===== src/hw/cpu_defs.svh =====
`ifndef CPU_DEFS_SVH
`define CPU_DEFS_SVH

// Datapath sizing
`define CPU_WORD_W  16
`define CPU_REG_CNT 16

// Fetch increment in bytes
`define PC_STEP 16'd2

// Opcodes in bits 15:12
// 0011 and 0111 are not implemented
`define OP_ADD 4'b0000
`define OP_SUB 4'b0001
`define OP_XOR 4'b0010
`define OP_SLL 4'b0100
`define OP_SRA 4'b0101
`define OP_ROR 4'b0110
`define OP_LW  4'b1000
`define OP_SW  4'b1001
`define OP_LLB 4'b1010
`define OP_LHB 4'b1011
`define OP_B   4'b1100
`define OP_BR  4'b1101
`define OP_PCS 4'b1110
`define OP_HLT 4'b1111

// Bubble word
// LLB r0 has no effect because r0 is never written
`define CPU_NOP 16'hA000

// Branch conditions in bits 11:9
`define BR_NE     3'b000
`define BR_EQ     3'b001
`define BR_GT     3'b010
`define BR_LT     3'b011
`define BR_GE     3'b100
`define BR_LE     3'b101
`define BR_OV     3'b110
`define BR_UNCOND 3'b111

`endif

===== src/hw/cpu_pkg.sv =====
`default_nettype none
`include "cpu_defs.svh"

package cpu_pkg;

  typedef logic [`CPU_WORD_W-1:0] word_t;
  typedef logic [$clog2(`CPU_REG_CNT)-1:0] reg_idx_t;
  typedef logic [3:0] opcode_t;

  // Flag register layout
  typedef struct packed {
    logic z;
    logic v;
    logic n;
  } flags_t;

  // Decoded controls carried down the pipe
  typedef struct packed {
    opcode_t op;
    logic    reg_write;
    logic    mem_read;
    logic    mem_write;
    logic    mem_to_reg;
    logic    flag_z_wen;
    logic    flag_vn_wen;
    logic    is_pcs;
    logic    is_lhb_llb;
    logic    halt;
  } ctrl_t;

  // Operand source in EX
  typedef enum logic [1:0] {
    FWD_REG   = 2'd0,
    FWD_EXMEM = 2'd1,
    FWD_WB    = 2'd2
  } fwd_sel_t;

  // ID/EX payload
  typedef struct packed {
    ctrl_t       ctrl;
    word_t       rs_data;
    word_t       rt_data;
    logic [11:0] inst_low;
    word_t       next_pc;
    reg_idx_t    rs;
    reg_idx_t    rt;
    reg_idx_t    rd;
  } id_ex_t;

  // MEM/WB payload
  typedef struct packed {
    logic     reg_write;
    logic     mem_to_reg;
    reg_idx_t rd;
    word_t    result;
    word_t    rdata;
  } mem_wb_t;

endpackage

`default_nettype wire


===== src/hw/cpu_top.sv =====
`timescale 1ns/100ps
`default_nettype none

module cpu_top import cpu_pkg::*; (
  input  logic  clk,
  input  logic  reset,
  input  word_t inst,
  input  word_t mem_rdata,
  output word_t pc,
  output word_t mem_addr,
  output word_t mem_wdata,
  output logic  mem_ren,
  output logic  mem_wen,
  output logic  hlt
);

  // IF/ID
  word_t    if_id_inst;
  word_t    if_id_next_pc;
  // Decode
  ctrl_t    ctrl;
  reg_idx_t rs;
  reg_idx_t rt;
  reg_idx_t rd;
  word_t    rs_data;
  word_t    rt_data;
  logic     stall;
  logic     id_flush;
  logic     if_flush;
  logic     branch_taken;
  logic     branch_reg_sel;
  fwd_sel_t fwd_a;
  fwd_sel_t fwd_b;
  logic     store_fwd;
  // Execute and later stages
  flags_t   flags;
  ctrl_t    id_ex_ctrl;
  reg_idx_t id_ex_rd;
  reg_idx_t id_ex_rs;
  reg_idx_t id_ex_rt;
  ctrl_t    ex_mem_ctrl;
  reg_idx_t ex_mem_rd;
  reg_idx_t ex_mem_rt;
  word_t    ex_mem_result;
  word_t    ex_mem_store;
  logic     wb_en;
  reg_idx_t wb_idx;
  word_t    wb_data;
  logic     mem_wb_write;

  fetch_unit u_fetch (
    .clk           (clk),
    .reset         (reset),
    .inst          (inst),
    .stall         (stall),
    .if_flush      (if_flush),
    .branch_taken  (branch_taken),
    .branch_reg_sel(branch_reg_sel),
    // BR target comes straight from the register file read
    .branch_reg    (rs_data),
    .pc            (pc),
    .if_id_inst    (if_id_inst),
    .if_id_next_pc (if_id_next_pc)
  );

  pipeline_control u_control (
    .if_id_inst    (if_id_inst),
    .flags         (flags),
    .id_ex_ctrl    (id_ex_ctrl),
    .id_ex_rd      (id_ex_rd),
    .ex_mem_ctrl   (ex_mem_ctrl),
    .ex_mem_rd     (ex_mem_rd),
    .mem_wb_write  (mem_wb_write),
    .mem_wb_rd     (wb_idx),
    .id_ex_rs      (id_ex_rs),
    .id_ex_rt      (id_ex_rt),
    .ex_mem_rt     (ex_mem_rt),
    .ctrl          (ctrl),
    .rs            (rs),
    .rt            (rt),
    .rd            (rd),
    .stall         (stall),
    .id_flush      (id_flush),
    .if_flush      (if_flush),
    .branch_taken  (branch_taken),
    .branch_reg_sel(branch_reg_sel),
    .fwd_a         (fwd_a),
    .fwd_b         (fwd_b),
    .store_fwd     (store_fwd)
  );

  register_file u_regfile (
    .clk    (clk),
    .reset  (reset),
    .rs     (rs),
    .rt     (rt),
    .wr_idx (wb_idx),
    .wr_en  (wb_en),
    .wr_data(wb_data),
    .rs_data(rs_data),
    .rt_data(rt_data)
  );

  execute_unit u_execute (
    .clk          (clk),
    .reset        (reset),
    .id_flush     (id_flush),
    .ctrl         (ctrl),
    .rs_data      (rs_data),
    .rt_data      (rt_data),
    .inst_low     (if_id_inst[11:0]),
    .next_pc      (if_id_next_pc),
    .rs           (rs),
    .rt           (rt),
    .rd           (rd),
    .fwd_a        (fwd_a),
    .fwd_b        (fwd_b),
    .wb_data      (wb_data),
    .flags        (flags),
    .id_ex_ctrl   (id_ex_ctrl),
    .id_ex_rd     (id_ex_rd),
    .id_ex_rs     (id_ex_rs),
    .id_ex_rt     (id_ex_rt),
    .ex_mem_ctrl  (ex_mem_ctrl),
    .ex_mem_rd    (ex_mem_rd),
    .ex_mem_rt    (ex_mem_rt),
    .ex_mem_result(ex_mem_result),
    .ex_mem_store (ex_mem_store)
  );

  memory_stage u_memory (
    .clk          (clk),
    .reset        (reset),
    .ex_mem_ctrl  (ex_mem_ctrl),
    .ex_mem_rd    (ex_mem_rd),
    .ex_mem_result(ex_mem_result),
    .ex_mem_store (ex_mem_store),
    .store_fwd    (store_fwd),
    .mem_rdata    (mem_rdata),
    .mem_addr     (mem_addr),
    .mem_wdata    (mem_wdata),
    .mem_ren      (mem_ren),
    .mem_wen      (mem_wen),
    .wb_en        (wb_en),
    .wb_idx       (wb_idx),
    .wb_data      (wb_data),
    .mem_wb_write (mem_wb_write),
    .hlt          (hlt)
  );

endmodule

`default_nettype wire


===== src/hw/memory_stage.sv =====
`timescale 1ns/100ps
`default_nettype none

module memory_stage import cpu_pkg::*; (
  input  logic     clk,
  input  logic     reset,
  input  ctrl_t    ex_mem_ctrl,
  input  reg_idx_t ex_mem_rd,
  input  word_t    ex_mem_result,
  input  word_t    ex_mem_store,
  input  logic     store_fwd,
  input  word_t    mem_rdata,
  output word_t    mem_addr,
  output word_t    mem_wdata,
  output logic     mem_ren,
  output logic     mem_wen,
  output logic     wb_en,
  output reg_idx_t wb_idx,
  output word_t    wb_data,
  output logic     mem_wb_write,
  output logic     hlt
);

  mem_wb_t mem_wb;

  // Data memory ports
  assign mem_addr  = ex_mem_result;
  // Load one ahead supplies the store data
  assign mem_wdata = store_fwd ? wb_data : ex_mem_store;
  assign mem_ren   = ex_mem_ctrl.mem_read;
  assign mem_wen   = ex_mem_ctrl.mem_write;

  // MEM/WB register
  // hlt is sticky once HLT enters MEM/WB
  always_ff @(posedge clk) begin
    if (reset) begin
      mem_wb.reg_write  <= 1'b0;
      mem_wb.mem_to_reg <= 1'b0;
      hlt               <= 1'b0;
    end else begin
      mem_wb.reg_write  <= ex_mem_ctrl.reg_write;
      mem_wb.mem_to_reg <= ex_mem_ctrl.mem_to_reg;
      if (ex_mem_ctrl.halt) begin
        hlt <= 1'b1;
      end
    end
    mem_wb.rd     <= ex_mem_rd;
    mem_wb.result <= ex_mem_result;
    mem_wb.rdata  <= mem_rdata;
  end

  // Writeback select
  assign wb_en        = mem_wb.reg_write;
  assign mem_wb_write = mem_wb.reg_write;
  assign wb_idx       = mem_wb.rd;
  assign wb_data      = mem_wb.mem_to_reg ? mem_wb.rdata : mem_wb.result;

endmodule

`default_nettype wire


===== src/hw/execute_unit.sv =====
`timescale 1ns/100ps
`default_nettype none

module execute_unit import cpu_pkg::*; (
  input  logic        clk,
  input  logic        reset,
  input  logic        id_flush,
  input  ctrl_t       ctrl,
  input  word_t       rs_data,
  input  word_t       rt_data,
  input  logic [11:0] inst_low,
  input  word_t       next_pc,
  input  reg_idx_t    rs,
  input  reg_idx_t    rt,
  input  reg_idx_t    rd,
  input  fwd_sel_t    fwd_a,
  input  fwd_sel_t    fwd_b,
  input  word_t       wb_data,
  output flags_t      flags,
  output ctrl_t       id_ex_ctrl,
  output reg_idx_t    id_ex_rd,
  output reg_idx_t    id_ex_rs,
  output reg_idx_t    id_ex_rt,
  output ctrl_t       ex_mem_ctrl,
  output reg_idx_t    ex_mem_rd,
  output reg_idx_t    ex_mem_rt,
  output word_t       ex_mem_result,
  output word_t       ex_mem_store
);

  id_ex_t id_ex;
  word_t  op_a;
  word_t  op_b;
  word_t  alu_a;
  word_t  alu_b;
  word_t  mem_imm;
  word_t  byte_merge;
  word_t  alu_result;
  word_t  ex_result;
  flags_t alu_flags;
  logic   is_mem;

  // ID/EX register
  // Bubble on flush clears only the controls
  always_ff @(posedge clk) begin
    if (reset || id_flush) begin
      id_ex.ctrl <= '0;
    end else begin
      id_ex.ctrl <= ctrl;
    end
    id_ex.rs_data  <= rs_data;
    id_ex.rt_data  <= rt_data;
    id_ex.inst_low <= inst_low;
    id_ex.next_pc  <= next_pc;
    id_ex.rs       <= rs;
    id_ex.rt       <= rt;
    id_ex.rd       <= rd;
  end

  assign id_ex_ctrl = id_ex.ctrl;
  assign id_ex_rd   = id_ex.rd;
  assign id_ex_rs   = id_ex.rs;
  assign id_ex_rt   = id_ex.rt;

  function automatic word_t fwd_mux(fwd_sel_t sel, word_t reg_val, word_t ex_val,
                                    word_t wb_val);
    word_t val;
    case (sel)
      FWD_EXMEM: val = ex_val;
      FWD_WB:    val = wb_val;
      default:   val = reg_val;
    endcase
    return val;
  endfunction

  assign op_a = fwd_mux(fwd_a, id_ex.rs_data, ex_mem_result, wb_data);
  assign op_b = fwd_mux(fwd_b, id_ex.rt_data, ex_mem_result, wb_data);

  // LW/SW offset is signed and word aligned
  assign is_mem  = id_ex.ctrl.mem_read || id_ex.ctrl.mem_write;
  assign mem_imm = {{11{id_ex.inst_low[3]}}, id_ex.inst_low[3:0], 1'b0};
  // Base address low bit forced to zero
  assign alu_a   = is_mem ? {op_a[15:1], 1'b0} : op_a;
  assign alu_b   = is_mem ? mem_imm : op_b;

  alu u_alu (
    .opcode(id_ex.ctrl.op),
    .a     (alu_a),
    .b     (alu_b),
    .shamt (id_ex.inst_low[3:0]),
    .result(alu_result),
    .flags (alu_flags)
  );

  // LHB has opcode bit 0 set
  assign byte_merge = id_ex.ctrl.op[0] ? {id_ex.inst_low[7:0], op_b[7:0]} :
                                          {op_b[15:8], id_ex.inst_low[7:0]};

  assign ex_result = id_ex.ctrl.is_pcs     ? id_ex.next_pc :
                     id_ex.ctrl.is_lhb_llb ? byte_merge    : alu_result;

  // Flag register
  always_ff @(posedge clk) begin
    if (reset) begin
      flags <= '0;
    end else begin
      if (id_ex.ctrl.flag_z_wen) begin
        flags.z <= alu_flags.z;
      end
      if (id_ex.ctrl.flag_vn_wen) begin
        flags.v <= alu_flags.v;
        flags.n <= alu_flags.n;
      end
    end
  end

  // EX/MEM register
  always_ff @(posedge clk) begin
    if (reset) begin
      ex_mem_ctrl <= '0;
    end else begin
      ex_mem_ctrl <= id_ex.ctrl;
    end
    ex_mem_rd     <= id_ex.rd;
    ex_mem_rt     <= id_ex.rt;
    ex_mem_result <= ex_result;
    // SW data already forwarded here
    ex_mem_store  <= op_b;
  end

endmodule

`default_nettype wire


===== src/hw/pipeline_control.sv =====
`timescale 1ns/100ps
`default_nettype none
`include "cpu_defs.svh"

module pipeline_control import cpu_pkg::*; (
  input  word_t    if_id_inst,
  input  flags_t   flags,
  input  ctrl_t    id_ex_ctrl,
  input  reg_idx_t id_ex_rd,
  input  ctrl_t    ex_mem_ctrl,
  input  reg_idx_t ex_mem_rd,
  input  logic     mem_wb_write,
  input  reg_idx_t mem_wb_rd,
  input  reg_idx_t id_ex_rs,
  input  reg_idx_t id_ex_rt,
  input  reg_idx_t ex_mem_rt,
  output ctrl_t    ctrl,
  output reg_idx_t rs,
  output reg_idx_t rt,
  output reg_idx_t rd,
  output logic     stall,
  output logic     id_flush,
  output logic     if_flush,
  output logic     branch_taken,
  output logic     branch_reg_sel,
  output fwd_sel_t fwd_a,
  output fwd_sel_t fwd_b,
  output logic     store_fwd
);

  opcode_t    op;
  logic [2:0] cond;
  logic       is_alu;
  logic       is_b;
  logic       is_br;
  logic       uses_rs;
  logic       uses_rt;
  logic       writes_rd;
  logic       cond_true;
  logic       load_use;
  logic       flag_stall;
  logic       br_stall;

  // Instruction fields
  assign op   = if_id_inst[15:12];
  assign cond = if_id_inst[11:9];
  assign rd   = if_id_inst[11:8];
  assign rs   = if_id_inst[7:4];
  // SW data and the LLB/LHB merge value live in the rd field
  assign rt = (op == `OP_SW || op == `OP_LLB || op == `OP_LHB) ?
              if_id_inst[11:8] : if_id_inst[3:0];

  // Opcode classes
  assign is_alu = op inside {`OP_ADD, `OP_SUB, `OP_XOR, `OP_SLL, `OP_SRA, `OP_ROR};
  assign is_b   = (op == `OP_B);
  assign is_br  = (op == `OP_BR);
  // Shifts take an immediate in the rt field
  assign uses_rs   = is_alu || op == `OP_LW || op == `OP_SW;
  assign uses_rt   = op inside {`OP_ADD, `OP_SUB, `OP_XOR, `OP_LLB, `OP_LHB};
  assign writes_rd = is_alu || op inside {`OP_LW, `OP_LLB, `OP_LHB, `OP_PCS};

  // Decoded controls
  always_comb begin
    ctrl.op          = op;
    // No write enable ever reaches r0
    // so later stages never forward it
    ctrl.reg_write   = writes_rd && (rd != '0);
    ctrl.mem_read    = (op == `OP_LW);
    ctrl.mem_write   = (op == `OP_SW);
    ctrl.mem_to_reg  = (op == `OP_LW);
    ctrl.flag_z_wen  = is_alu;
    ctrl.flag_vn_wen = (op == `OP_ADD) || (op == `OP_SUB);
    ctrl.is_pcs      = (op == `OP_PCS);
    ctrl.is_lhb_llb  = (op == `OP_LLB) || (op == `OP_LHB);
    ctrl.halt        = (op == `OP_HLT);
  end

  // Branch condition against the flag register
  always_comb begin
    case (cond)
      `BR_NE:  cond_true = !flags.z;
      `BR_EQ:  cond_true = flags.z;
      `BR_GT:  cond_true = !flags.z && !flags.n;
      `BR_LT:  cond_true = flags.n;
      `BR_GE:  cond_true = flags.z || !flags.n;
      `BR_LE:  cond_true = flags.z || flags.n;
      `BR_OV:  cond_true = flags.v;
      default: cond_true = 1'b1;
    endcase
  end

  // Load result not ready for a consumer directly behind it
  assign load_use = id_ex_ctrl.mem_read && id_ex_ctrl.reg_write &&
                    ((uses_rs && rs == id_ex_rd) || (uses_rt && rt == id_ex_rd));
  // Flags land at the end of EX
  assign flag_stall = (is_b || is_br) && (cond != `BR_UNCOND) &&
                      (id_ex_ctrl.flag_z_wen || id_ex_ctrl.flag_vn_wen);
  // BR target only via the register file bypass
  assign br_stall = is_br && ((id_ex_ctrl.reg_write && id_ex_rd == rs) ||
                              (ex_mem_ctrl.reg_write && ex_mem_rd == rs));

  assign stall    = load_use || flag_stall || br_stall;
  // Held instruction leaves a bubble in EX
  assign id_flush = stall;

  // Branch resolves in ID
  assign branch_taken   = (is_b || is_br) && cond_true && !stall;
  assign branch_reg_sel = is_br;
  // Wrong-path fetch is squashed
  assign if_flush       = branch_taken;

  // Newer EX/MEM result beats MEM/WB
  function automatic fwd_sel_t pick_src(reg_idx_t idx);
    fwd_sel_t sel;
    sel = FWD_REG;
    if (mem_wb_write && mem_wb_rd == idx)
      sel = FWD_WB;
    if (ex_mem_ctrl.reg_write && ex_mem_rd == idx)
      sel = FWD_EXMEM;
    return sel;
  endfunction

  always_comb begin
    fwd_a = pick_src(id_ex_rs);
    fwd_b = pick_src(id_ex_rt);
  end

  // Store data from a load one ahead
  assign store_fwd = ex_mem_ctrl.mem_write && mem_wb_write && (mem_wb_rd == ex_mem_rt);

endmodule

`default_nettype wire


===== src/hw/fetch_unit.sv =====
`timescale 1ns/100ps
`default_nettype none
`include "cpu_defs.svh"

module fetch_unit import cpu_pkg::*; (
  input  logic  clk,
  input  logic  reset,
  input  word_t inst,
  input  logic  stall,
  input  logic  if_flush,
  input  logic  branch_taken,
  input  logic  branch_reg_sel,
  input  word_t branch_reg,
  output word_t pc,
  output word_t if_id_inst,
  output word_t if_id_next_pc
);

  word_t next_pc;
  word_t branch_offset;
  word_t branch_target;
  word_t pc_in;
  logic  hlt_fetched;
  logic  pc_en;

  assign next_pc = pc + `PC_STEP;

  // Signed word offset scaled to bytes
  assign branch_offset = {{6{if_id_inst[8]}}, if_id_inst[8:0], 1'b0};
  // Relative to the address after the branch
  assign branch_target = branch_reg_sel ? branch_reg : (if_id_next_pc + branch_offset);
  assign pc_in = branch_taken ? branch_target : next_pc;

  // HLT parks pc
  // unless a taken branch in ID squashes it
  assign hlt_fetched = (inst[15:12] == `OP_HLT) && !if_flush;
  assign pc_en = !stall && !hlt_fetched;

  always_ff @(posedge clk) begin
    if (reset) begin
      pc <= '0;
    end else if (pc_en) begin
      pc <= pc_in;
    end
  end

  // IF/ID register
  // Held on a stall
  always_ff @(posedge clk) begin
    if (reset || if_flush) begin
      if_id_inst <= `CPU_NOP;
    end else if (!stall) begin
      if_id_inst    <= inst;
      if_id_next_pc <= next_pc;
    end
  end

endmodule

`default_nettype wire


===== src/hw/alu.sv =====
`timescale 1ns/100ps
`default_nettype none
`include "cpu_defs.svh"

module alu import cpu_pkg::*; (
  input  opcode_t    opcode,
  input  word_t      a,
  input  word_t      b,
  input  logic [3:0] shamt,
  output word_t      result,
  output flags_t     flags
);

  logic        sub_op;
  word_t       b_eff;
  word_t       sum;
  word_t       sat_sum;
  logic        ovf_pos;
  logic        ovf_neg;
  logic [31:0] rot_pair;

  // Subtract as a + ~b + 1
  assign sub_op = (opcode == `OP_SUB);
  assign b_eff  = sub_op ? ~b : b;
  assign sum    = a + b_eff + word_t'(sub_op);

  // Two like-signed inputs giving the other sign
  assign ovf_pos = !a[`CPU_WORD_W-1] && !b_eff[`CPU_WORD_W-1] && sum[`CPU_WORD_W-1];
  assign ovf_neg = a[`CPU_WORD_W-1] && b_eff[`CPU_WORD_W-1] && !sum[`CPU_WORD_W-1];

  // Clamp to the signed limits
  assign sat_sum = ovf_pos ? 16'h7FFF : (ovf_neg ? 16'h8000 : sum);

  // Rotate via a doubled word
  assign rot_pair = {a, a} >> shamt;

  always_comb begin
    case (opcode)
      `OP_ADD, `OP_SUB: result = sat_sum;
      // Address add wraps
      `OP_LW, `OP_SW:   result = sum;
      `OP_XOR:          result = a ^ b;
      `OP_SLL:          result = a << shamt;
      `OP_SRA:          result = $signed(a) >>> shamt;
      `OP_ROR:          result = rot_pair[`CPU_WORD_W-1:0];
      default:          result = '0;
    endcase
  end

  // V and N only meaningful for ADD and SUB
  assign flags.z = (result == '0);
  assign flags.v = ovf_pos || ovf_neg;
  assign flags.n = sat_sum[`CPU_WORD_W-1];

endmodule

`default_nettype wire


===== src/hw/register_file.sv =====
`timescale 1ns/100ps
`default_nettype none
`include "cpu_defs.svh"

module register_file import cpu_pkg::*; (
  input  logic     clk,
  input  logic     reset,
  input  reg_idx_t rs,
  input  reg_idx_t rt,
  input  reg_idx_t wr_idx,
  input  logic     wr_en,
  input  word_t    wr_data,
  output word_t    rs_data,
  output word_t    rt_data
);

  word_t regs [`CPU_REG_CNT];

  always_ff @(posedge clk) begin
    if (reset) begin
      for (int i = 0; i < `CPU_REG_CNT; i++) begin
        regs[i] <= '0;
      end
    end else if (wr_en && wr_idx != '0) begin
      regs[wr_idx] <= wr_data;
    end
  end

  // Same-cycle write shows through to decode
  function automatic word_t read_port(reg_idx_t idx);
    word_t val;
    val = regs[idx];
    if (wr_en && wr_idx == idx)
      val = wr_data;
    // r0 reads zero
    if (idx == '0)
      val = '0;
    return val;
  endfunction

  always_comb begin
    rs_data = read_port(rs);
    rt_data = read_port(rt);
  end

endmodule

`default_nettype wire


===== config.mk =====
export PLATFORM = sky130hd
export DESIGN_NAME = cpu_top
export DESIGN_NICKNAME = d
export VERILOG_FILES = /design/src/hw/cpu_pkg.sv /design/src/hw/cpu_top.sv /design/src/hw/memory_stage.sv /design/src/hw/execute_unit.sv /design/src/hw/pipeline_control.sv /design/src/hw/fetch_unit.sv /design/src/hw/alu.sv /design/src/hw/register_file.sv
export VERILOG_INCLUDE_DIRS = /design/src /design/src/hw
export SDC_FILE = /design/constraint.sdc
export NUM_CORES = 1
export LEC_CHECK = 0
export ABC_AREA = 0
export BUFFER_PORTS_ARGS = -buffer_cell sky130_fd_sc_hd__buf_4
export CORE_ASPECT_RATIO = 1.4
export CORE_UTILIZATION = 50
export DETAILED_ROUTE_END_ITERATION = 16
export PLACE_DENSITY_LB_ADDON = 0.08
export REMOVE_ABC_BUFFERS = 1
export SLEW_MARGIN = 20
export SYNTH_ARGS = -nofsm -noshare
export SYNTH_HDL_FRONTEND = slang
export SYNTH_SLANG_ARGS = --single-unit

===== constraint.sdc =====
create_clock -name clk -period 10.2 [get_ports clk]
set_input_delay 0.51 -clock clk [delete_from_list [all_inputs] [get_ports clk]]
set_output_delay 0.51 -clock clk [all_outputs]
set_load 0.02 [all_outputs]

==> results of run 1 <==
layer usage:
layer / track usage, % / part of all wire, %
met1: 43.8 / 36
met2: 63.7 / 49
met5: 0 / 0.046
met3: 5.93 / 7.7
met4: 26.5 / 8.0
cells in the mapped netlist (6+ instances only):
cell,instances
o211ai_1,25
o221ai_1,8
buf_4,8
a22oi_1,13
buf_2,16
and3_1,58
a21oi_1,107
o21ai_0,83
a211oi_1,33
or3_1,8
nand2_1,394
edfxtp_1,272
nor3_1,34
o31ai_1,12
a2111oi_0,6
mux4_2,86
and2_1,17
clkbuf_1,166
ha_1,31
nor2b_1,18
a32oi_1,6
buf_1,29
nor4_1,14
o31ai_2,6
mux2i_1,74
a31oi_1,26
o31a_1,6
a311oi_1,53
o22ai_1,18
nand4_1,9
a221oi_1,6
o21a_1,10
nor2_1,392
mux2_2,16
nand3_1,123
inv_1,49
a21o_1,10
or2_2,8
nand2b_1,34
dfxtp_1,198
xnor2_1,73
xor2_1,45
final cells by class:
type,instances,area share [%]
Clock buffer,67,4.67
Antenna cell,1,0.00862
Multi-Input combinational cell,1976,45.0
Timing Repair Buffer,166,4.41
Inverter,58,0.759
Sequential cell,470,41.8
Tap cell,650,2.80
Clock inverter,20,0.522
path summary, 6_finish.rpt:
| check | startpoint | endpoint | slack [ps] | depth (start not counted) |
|---|---|---|---|---|
| max | u_memory.wb_idx[2] | u_execute.flags[2] | 3960 | 20 |
| min | mem_rdata[4] | u_memory.mem_wb[4] | 20 | 1 |
| max reg2reg | u_memory.wb_idx[2] | u_execute.flags[2] | 3960 | 20 |
| min reg2reg | u_execute.id_ex_rt[1] | u_execute.ex_mem_rt[1] | 380 | 0 |
worst max-delay path, stage by stage (launching register included):
cell and delay, ps:
dfxtp_1 650, xnor2_1 210, nand3_1 280, nor2_1 560, mux2i_1 160, o21ai_0 380
o21ai_0 220, xnor2_1 180, ha_1 430, a21oi_1 90, o21bai_1 240, a21oi_1 150
o211ai_1 220, o22ai_1 110, nor3_1 190, o221ai_1 430, and3_1 470, a211oi_1 340
nor4b_1 460, nand4_1 170, o31ai_2 210
power by group through the flow:
stage | combinational, mW | clock [mW] | sequential (mW)
final | 1.77 | 1.74 | 2.39
after global routing | 1.86 | 1.82 | 2.40
after CTS | 1.72 | 1.75 | 2.38
after detailed placement | 1.71 | 0 | 2.42
after global placement | 1.71 | 0 | 2.42
after floorplan | 0.973 | 0 | 2.36
cell families (layout without fill, tap and decap cells):
logic type / Yosys count / after routing / synth area share [%]
AO/OA/AOI/OAI: 498 / 498 / 13.4
XOR/XNOR: 118 / 118 / 3.96
adder cells (fa/ha/maj): 33 / 33 / 1.64
buffers and inverters: 280 / 311 / 4.30
flip-flops: 470 / 470 / 46.5
multiplexers: 180 / 180 / 11.2
other: 1 / 17 / 0.0144
AND/OR/NAND/NOR: 1131 / 1131 / 19.1
what timing repair did:
item | in CTS | in global routing
hold buffers | 12 | 2
hold endpoints to repair | 12 | 2
gates resized for setup | 0 | 0
metrics by stage:
step                      cell area, um^2  TNS (ps)  utilization [%]  total power, mW
final                               29000         0             56.6             5.90
after global routing                29000         0             56.6             6.07
after CTS                           29000         0             56.6             5.85
after detailed placement            27400         0             53.4             4.13
after global placement              27300         0             53.4             4.13
after floorplan                     25300    -32560                -             3.33
flip-flops by register name (all words and copies together), names as in the netlist, named ones only:
register / flops
u_regfile.regs: 256
u_execute.id_ex: 56
u_memory.mem_wb: 33
u_execute.ex_mem_result: 16
u_execute.ex_mem_store: 16
u_fetch.if_id_inst: 16
u_fetch.if_id_next_pc: 16
u_fetch.pc: 16
u_execute.id_ex_ctrl: 12
u_execute.ex_mem_ctrl: 4
u_execute.ex_mem_rd: 4
u_execute.ex_mem_rt: 4
u_execute.id_ex_rd: 4
u_execute.id_ex_rt: 4
u_memory.wb_idx: 4
u_execute.flags: 3
u_memory.hlt: 1
u_memory.mem_wb_write: 1
==> impl_metrics.csv, run 1 <==
group,metric,value,unit
status,status,"finished clean",
placement,place_hpwl,71100,um
power,irDropWorstVdd,156,uV
yosys,synth_cells,2711,
floorplan,initial_core_util,50.9,%
clocking,path_clk_slew,70,ps
routing,remaining_drc_errors,0,
floorplan,coreArea,51300,um^2
floorplan,die_area,53100,um^2
flow_run,drv_cap,0,
clocking,cts_tree,"done",
timing,slew_violations,0,
yosys,synth_flop_cell,"edfxtp_1",
timing,whs,15.7,ps
clocking,cts_buffer_depth,3,
timing,finalCritPeriodShare,61.2,%
power,pwr-share-clk,29.5,%
yosys,yosys_warnings,0,
yosys,yosysTopAreaCellShare,31.3,%
timing,slew_headroom,21.6,%
floorplan,die_y,272,um
timing,fin_ws,3960,ps
finish,stdcell_count,3408,
power,cellInternalPower,3.73,mW
placement,io_buffers,84,
clocking,cts_buffers,49,
routing,first_pass_iters,6,
floorplan,io_pins,85,
routing,wl,101000,um
finish,final_common_cell,"nand2_1",
routing,dr.first_iter.drc_count,2468,
setup_path,critical_path_class,"flip-flop to flip-flop",
timing,setup_viol,0,
timing,rsz0062_at_grt,"no",
timing,skew,19.3,ps
finish,multi_input_area,13100,um^2
grt,grt_max_degree,89,
grt,antenna_found_initial,8,
finish,nNetsFinal,2788,
setup_path,arrival,6760,ps
yosys,ys_seq_area_share,46.5,%
finish,filler_cell_count,4599,
finish,final_cell_mix,"394 x nand2_1, 391 x nor2_1, 272 x edfxtp_1, 195 x dfxtp_1, 151 x buf_4",
finish,syn2layout_area_growth,11.2,%
floorplan,core.rowCount,98,
routing,routedWlPerCell,29.6,um
timing,hold_violations,0,
grt,globalRouteOverflowTotal,0,
routing,vias_per_cell,6.53,
yosys,synth_area,26100,um^2
power,p_comb_share,30.0,%
grt,grtUsageTotal,37.7,%
power,switching_share,36.9,%
yosys,synth_area_leaders,"edfxtp_1 31%, dfxtp_1 15%, mux4_2 7.4%",
yosys,synth_seq_cells,470,
yosys,yosys.area.top_type,"edfxtp_1",
clocking,h-tree-depth,2,
yosys,synth_edf_count,272,
power,power.density,203,nW/um^2
clocking,root_buffer,"clkbuf_16",
clocking,clock_latency,610,ps
clocking,cts_sinks,470,
setup_path,crit_path_start_kind,"flip-flop",
power,leakage,11.0,nW
yosys,synth.avg_cell_area,9.63,um^2
worst_hold_path,hold_class,"input pin to flip-flop",
setup_path,critPathRequiredTime,10720,ps
timing,worstMarginPinSlew,1160,ps
routing,postRouteAntennaNets,0,
floorplan,die_w,195,um
placement,pre_cts_ws,4120,ps
routing,dr_total_vias,22200,
placement,place_inst,3305,
power,switchingPower,2.18,mW
yosys,synthArstFlopShare,0,%
setup_path,cp-end-kind,"flip-flop",
timing,clock.fmax,0.160,GHz
setup_path,cp_max_fo,12,
grt,grt_first_pass_wirelength,145000,um
clocking,postCtsSetupBuffers,0,
placement,finalWeightedCongestion,1.13,
power,p_seq_share,40.5,%
timing,period_needed,6240,ps
yosys,yosysUniqueCellTypes,91,
finish,regArea,12100,um^2
grt,grt_pass1_vias,21600,
finish,final_layout_size_suffix_gt1_share,14.4,%
Power figures use the tool's default switching activity.
==> inputs of run 2 (changes only) <==
--- a/config.mk
+++ b/config.mk
@@ -6,7 +6,7 @@
 export SDC_FILE = /design/constraint.sdc
 export NUM_CORES = 1
 export LEC_CHECK = 0
-export ABC_AREA = 0
+export ABC_AREA = 1
 export BUFFER_PORTS_ARGS = -buffer_cell sky130_fd_sc_hd__buf_4
 export CORE_ASPECT_RATIO = 1.4
 export CORE_UTILIZATION = 50
==> constraint.sdc (replaced) <==
create_clock -name clk -period 5.3 [get_ports clk]
set_input_delay 0.265 -clock clk [delete_from_list [all_inputs] [get_ports clk]]
set_output_delay 0.265 -clock clk [all_outputs]
set_load 0.02 [all_outputs]
==> run 2 against run 1 <==
Final cell count up 19%. Sequential share of layout area decreased by 0.22 points. Fmax increased by 30%. Critical path depth up 11. Synthesized cell count rose by 22%. First-iteration DRC count increased by 17%.
==> impl_metrics.csv, run 2 <==
group,metric,value,unit
status,status,"finished clean",
setup_path,crit_path_start_kind,"flip-flop",
yosys,yosysUniqueCellTypes,61,
worst_hold_path,hp-start,"reset",
floorplan,die_y,271,um
clocking,path_clk_slew,60,ps
clocking,cts_sinks,470,
grt,grtUsageTotal,40.5,%
setup_path,regToRegSetupSlack,490,ps
clocking,postCtsSetupBuffers,0,
setup_path,arrival,5370,ps
timing,skew,45.4,ps
floorplan,die_area,52800,um^2
yosys,synth.avg_cell_area,7.83,um^2
clocking,h-tree-depth,2,
clocking,cts_hold_buffers,32,
yosys,yosys.area.top_type,"edfxtp_1",
yosys,synth_cells,3312,
routing,vias_per_cell,6.22,
routing,routedWlPerCell,26.8,um
setup_path,critPathRequiredTime,5850,ps
power,leakage,12.1,nW
routing,dr.first_iter.drc_count,2895,
clocking,cts_buffers,46,
finish,final_cell_mix,"501 x nor2_1, 500 x nand2_1, 371 x o21ai_0, 280 x inv_1, 272 x edfxtp_1",
finish,stdcell_count,4044,
clocking,ctsResizeCount,0,
flow_run,drv_cap,0,
timing,finalSetupTns,0,ps
worst_hold_path,hold_class,"input pin to flip-flop",
finish,final_layout_size_suffix_gt1_share,10.6,%
worst_hold_path,whs_endpoint,"u_execute.flags[2]",
grt,antenna_found_initial,2,
timing,slew_headroom,3.50,%
timing,worstMarginPinSlew,1430,ps
power,power.total,12.1,mW
finish,largest-register,"u_regfile.regs",
timing,whs,114,ps
setup_path,rr_endpoint,"u_execute.flags[2]",
routing,highest_layer,"met5",
routing,remaining_drc_errors,0,
floorplan,io_pins,85,
yosys,synth_area,25900,um^2
yosys,synth_area_leaders,"edfxtp_1 32%, dfxtp_1 15%, nor2_1 7.3%",
power,pwr-share-clk,29.3,%
timing,rsz0062_at_grt,"no",
grt,grt_first_pass_wirelength,156000,um
placement,io_buffers,84,
worst_hold_path,holdPathStages,2,
timing,period_needed,4810,ps
yosys,ys_top_cells_by_count,"501 x nor2_1, 500 x nand2_1, 371 x o21ai_0",
yosys,synthArstFlopShare,0,%
floorplan,coreArea,51100,um^2
yosys,synth_flop_cell,"edfxtp_1",
setup_path,cp_common_cell,"nand2_1",
setup_path,cp-end-kind,"flip-flop",
setup_path,cp_slowest_cell,"a211oi_1",
setup_path,cp_max_fo,17,
routing,wl_met1,37600,um
finish,reg_top3,"u_regfile.regs x256, u_execute.id_ex x56, u_memory.mem_wb x33",
power,power.density,416,nW/um^2
power,p_seq_share,37.7,%
clocking,cts_buffer_depth,3,
yosys,ys_seq_area_share,46.8,%
power,p_comb_share,32.9,%
power,cellInternalPower,7.33,mW
grt,grt_pass1_vias,24000,
finish,nNetsFinal,3422,
clocking,cts_tree,"done",
routing,wl_met2,51700,um
power,switchingPower,4.80,mW
power,switching_share,39.6,%
yosys,post-synth-top-count-cell,"nor2_1",
timing,hold_violations,0,
floorplan,initial_core_util,50.7,%
finish,filler_cell_count,4813,
setup_path,cpPeakStageDelay,490,ps
yosys,yosys_warnings,0,
routing,first_pass_iters,8,
grt,grt_max_degree,102,
finish,final_common_cell,"nor2_1",
grt,globalRouteOverflowTotal,0,
setup_path,r2r-start,"u_execute.ex_mem_rd[1]",
yosys,synth_edf_count,272,
routing,dr_total_vias,25100,
routing,postRouteAntennaNets,0,
finish,largest_reg_flops,256,
clocking,clock_latency,620,ps
placement,place_hpwl,77000,um
floorplan,die_w,194,um
yosys,synth_seq_cells,470,
timing,slew_violations,0,
timing,setup_viol,0,
setup_path,ff2ff_path_depth,31,
placement,place_inst,3925,
yosys,yosysTopAreaCellShare,31.5,%
routing,wl_met3,9210,um
power,irDropWorstVdd,333,uV
floorplan,core.rowCount,98,
placement,finalWeightedCongestion,1.01,
timing,clock.fmax,0.208,GHz
finish,syn2layout_area_growth,12.6,%
timing,finalCritPeriodShare,90.8,%
setup_path,critical_path_class,"flip-flop to flip-flop",
clocking,root_buffer,"clkbuf_16",
routing,wl,108000,um
run 2: final cells by class:
type / instances / area (um^2) / area share [%]
clock buffers: 61 / 1300 / 4.45
clock inverters: 25 / 328 / 1.12
inverters: 311 / 1180 / 4.05
repair buffers: 191 / 1560 / 5.36
well taps: 650 / 813 / 2.79
multi-input cells: 2335 / 11900 / 40.6
flip-flops and latches: 470 / 12100 / 41.6
diodes: 1 / 2.50 / 0.00857
run 2: kinds of logic after synthesis:
group	after synthesis	synth area share, %
buf+inv	522	8.00
compound gates	841	18.7
fa+ha+maj	33	1.65
simple gates	1381	22.7
other cells	1	0.0145
flops	470	46.8
xor+xnor	64	2.16
run 2: critical path: cells and delay by family (launching register included):
family | cells | cell delay (ps)
XOR/XNOR | 1 | 170
AND/OR/NAND/NOR | 22 | 2340
buffers and inverters | 4 | 540
adder cells (fa/ha/maj) | 1 | 430
flip-flops | 1 | 400
AO/OA/AOI/OAI | 3 | 860
run 2: stage by stage:
step / setup slack, ps / instance area, um^2 / util [%]
after global routing: 31.0 / 29200 / 57.1
final: 488 / 29200 / 57.1
after CTS: 586 / 29200 / 57.1
after detailed placement: 624 / 27200 / 53.3
after floorplan: -1170 / 25100 / -
after global placement: 622 / 27200 / 53.2
run 2: power groups by stage:
stage               clock network [mW]  registers (mW)  logic [mW]
finish                            3.56            4.58        4.00
floorplan                            0            4.54        2.02
detailed placement                   0            4.63        3.83
CTS                               3.56            4.56        3.86
global route                      3.70            4.59        4.20
global placement                     0            4.63        3.81
run 2: worst max path at each step:
stage	startpoint	to	cells after the start
finish	u_execute.ex_mem_rd[1]	u_execute.flags[2]	31
global route	u_memory.wb_idx[0]	u_execute.flags[2]	32
CTS	u_execute.ex_mem_rd[1]	u_execute.flags[2]	31
detailed placement	u_execute.ex_mem_rd[1]	u_execute.flags[2]	31
global placement	u_execute.ex_mem_rd[1]	u_execute.flags[2]	31
floorplan	u_fetch.if_id_inst[15]	u_execute.id_ex[40]	11
run 2: per-layer routing:
metal / global-route usage (%) / vias up
met2: 68.3 / 1500
met3: 6.93 / 377
met4: 32.1 / 2
li1: - / 11400
met1: 45.4 / 11900
met5: 0 / -
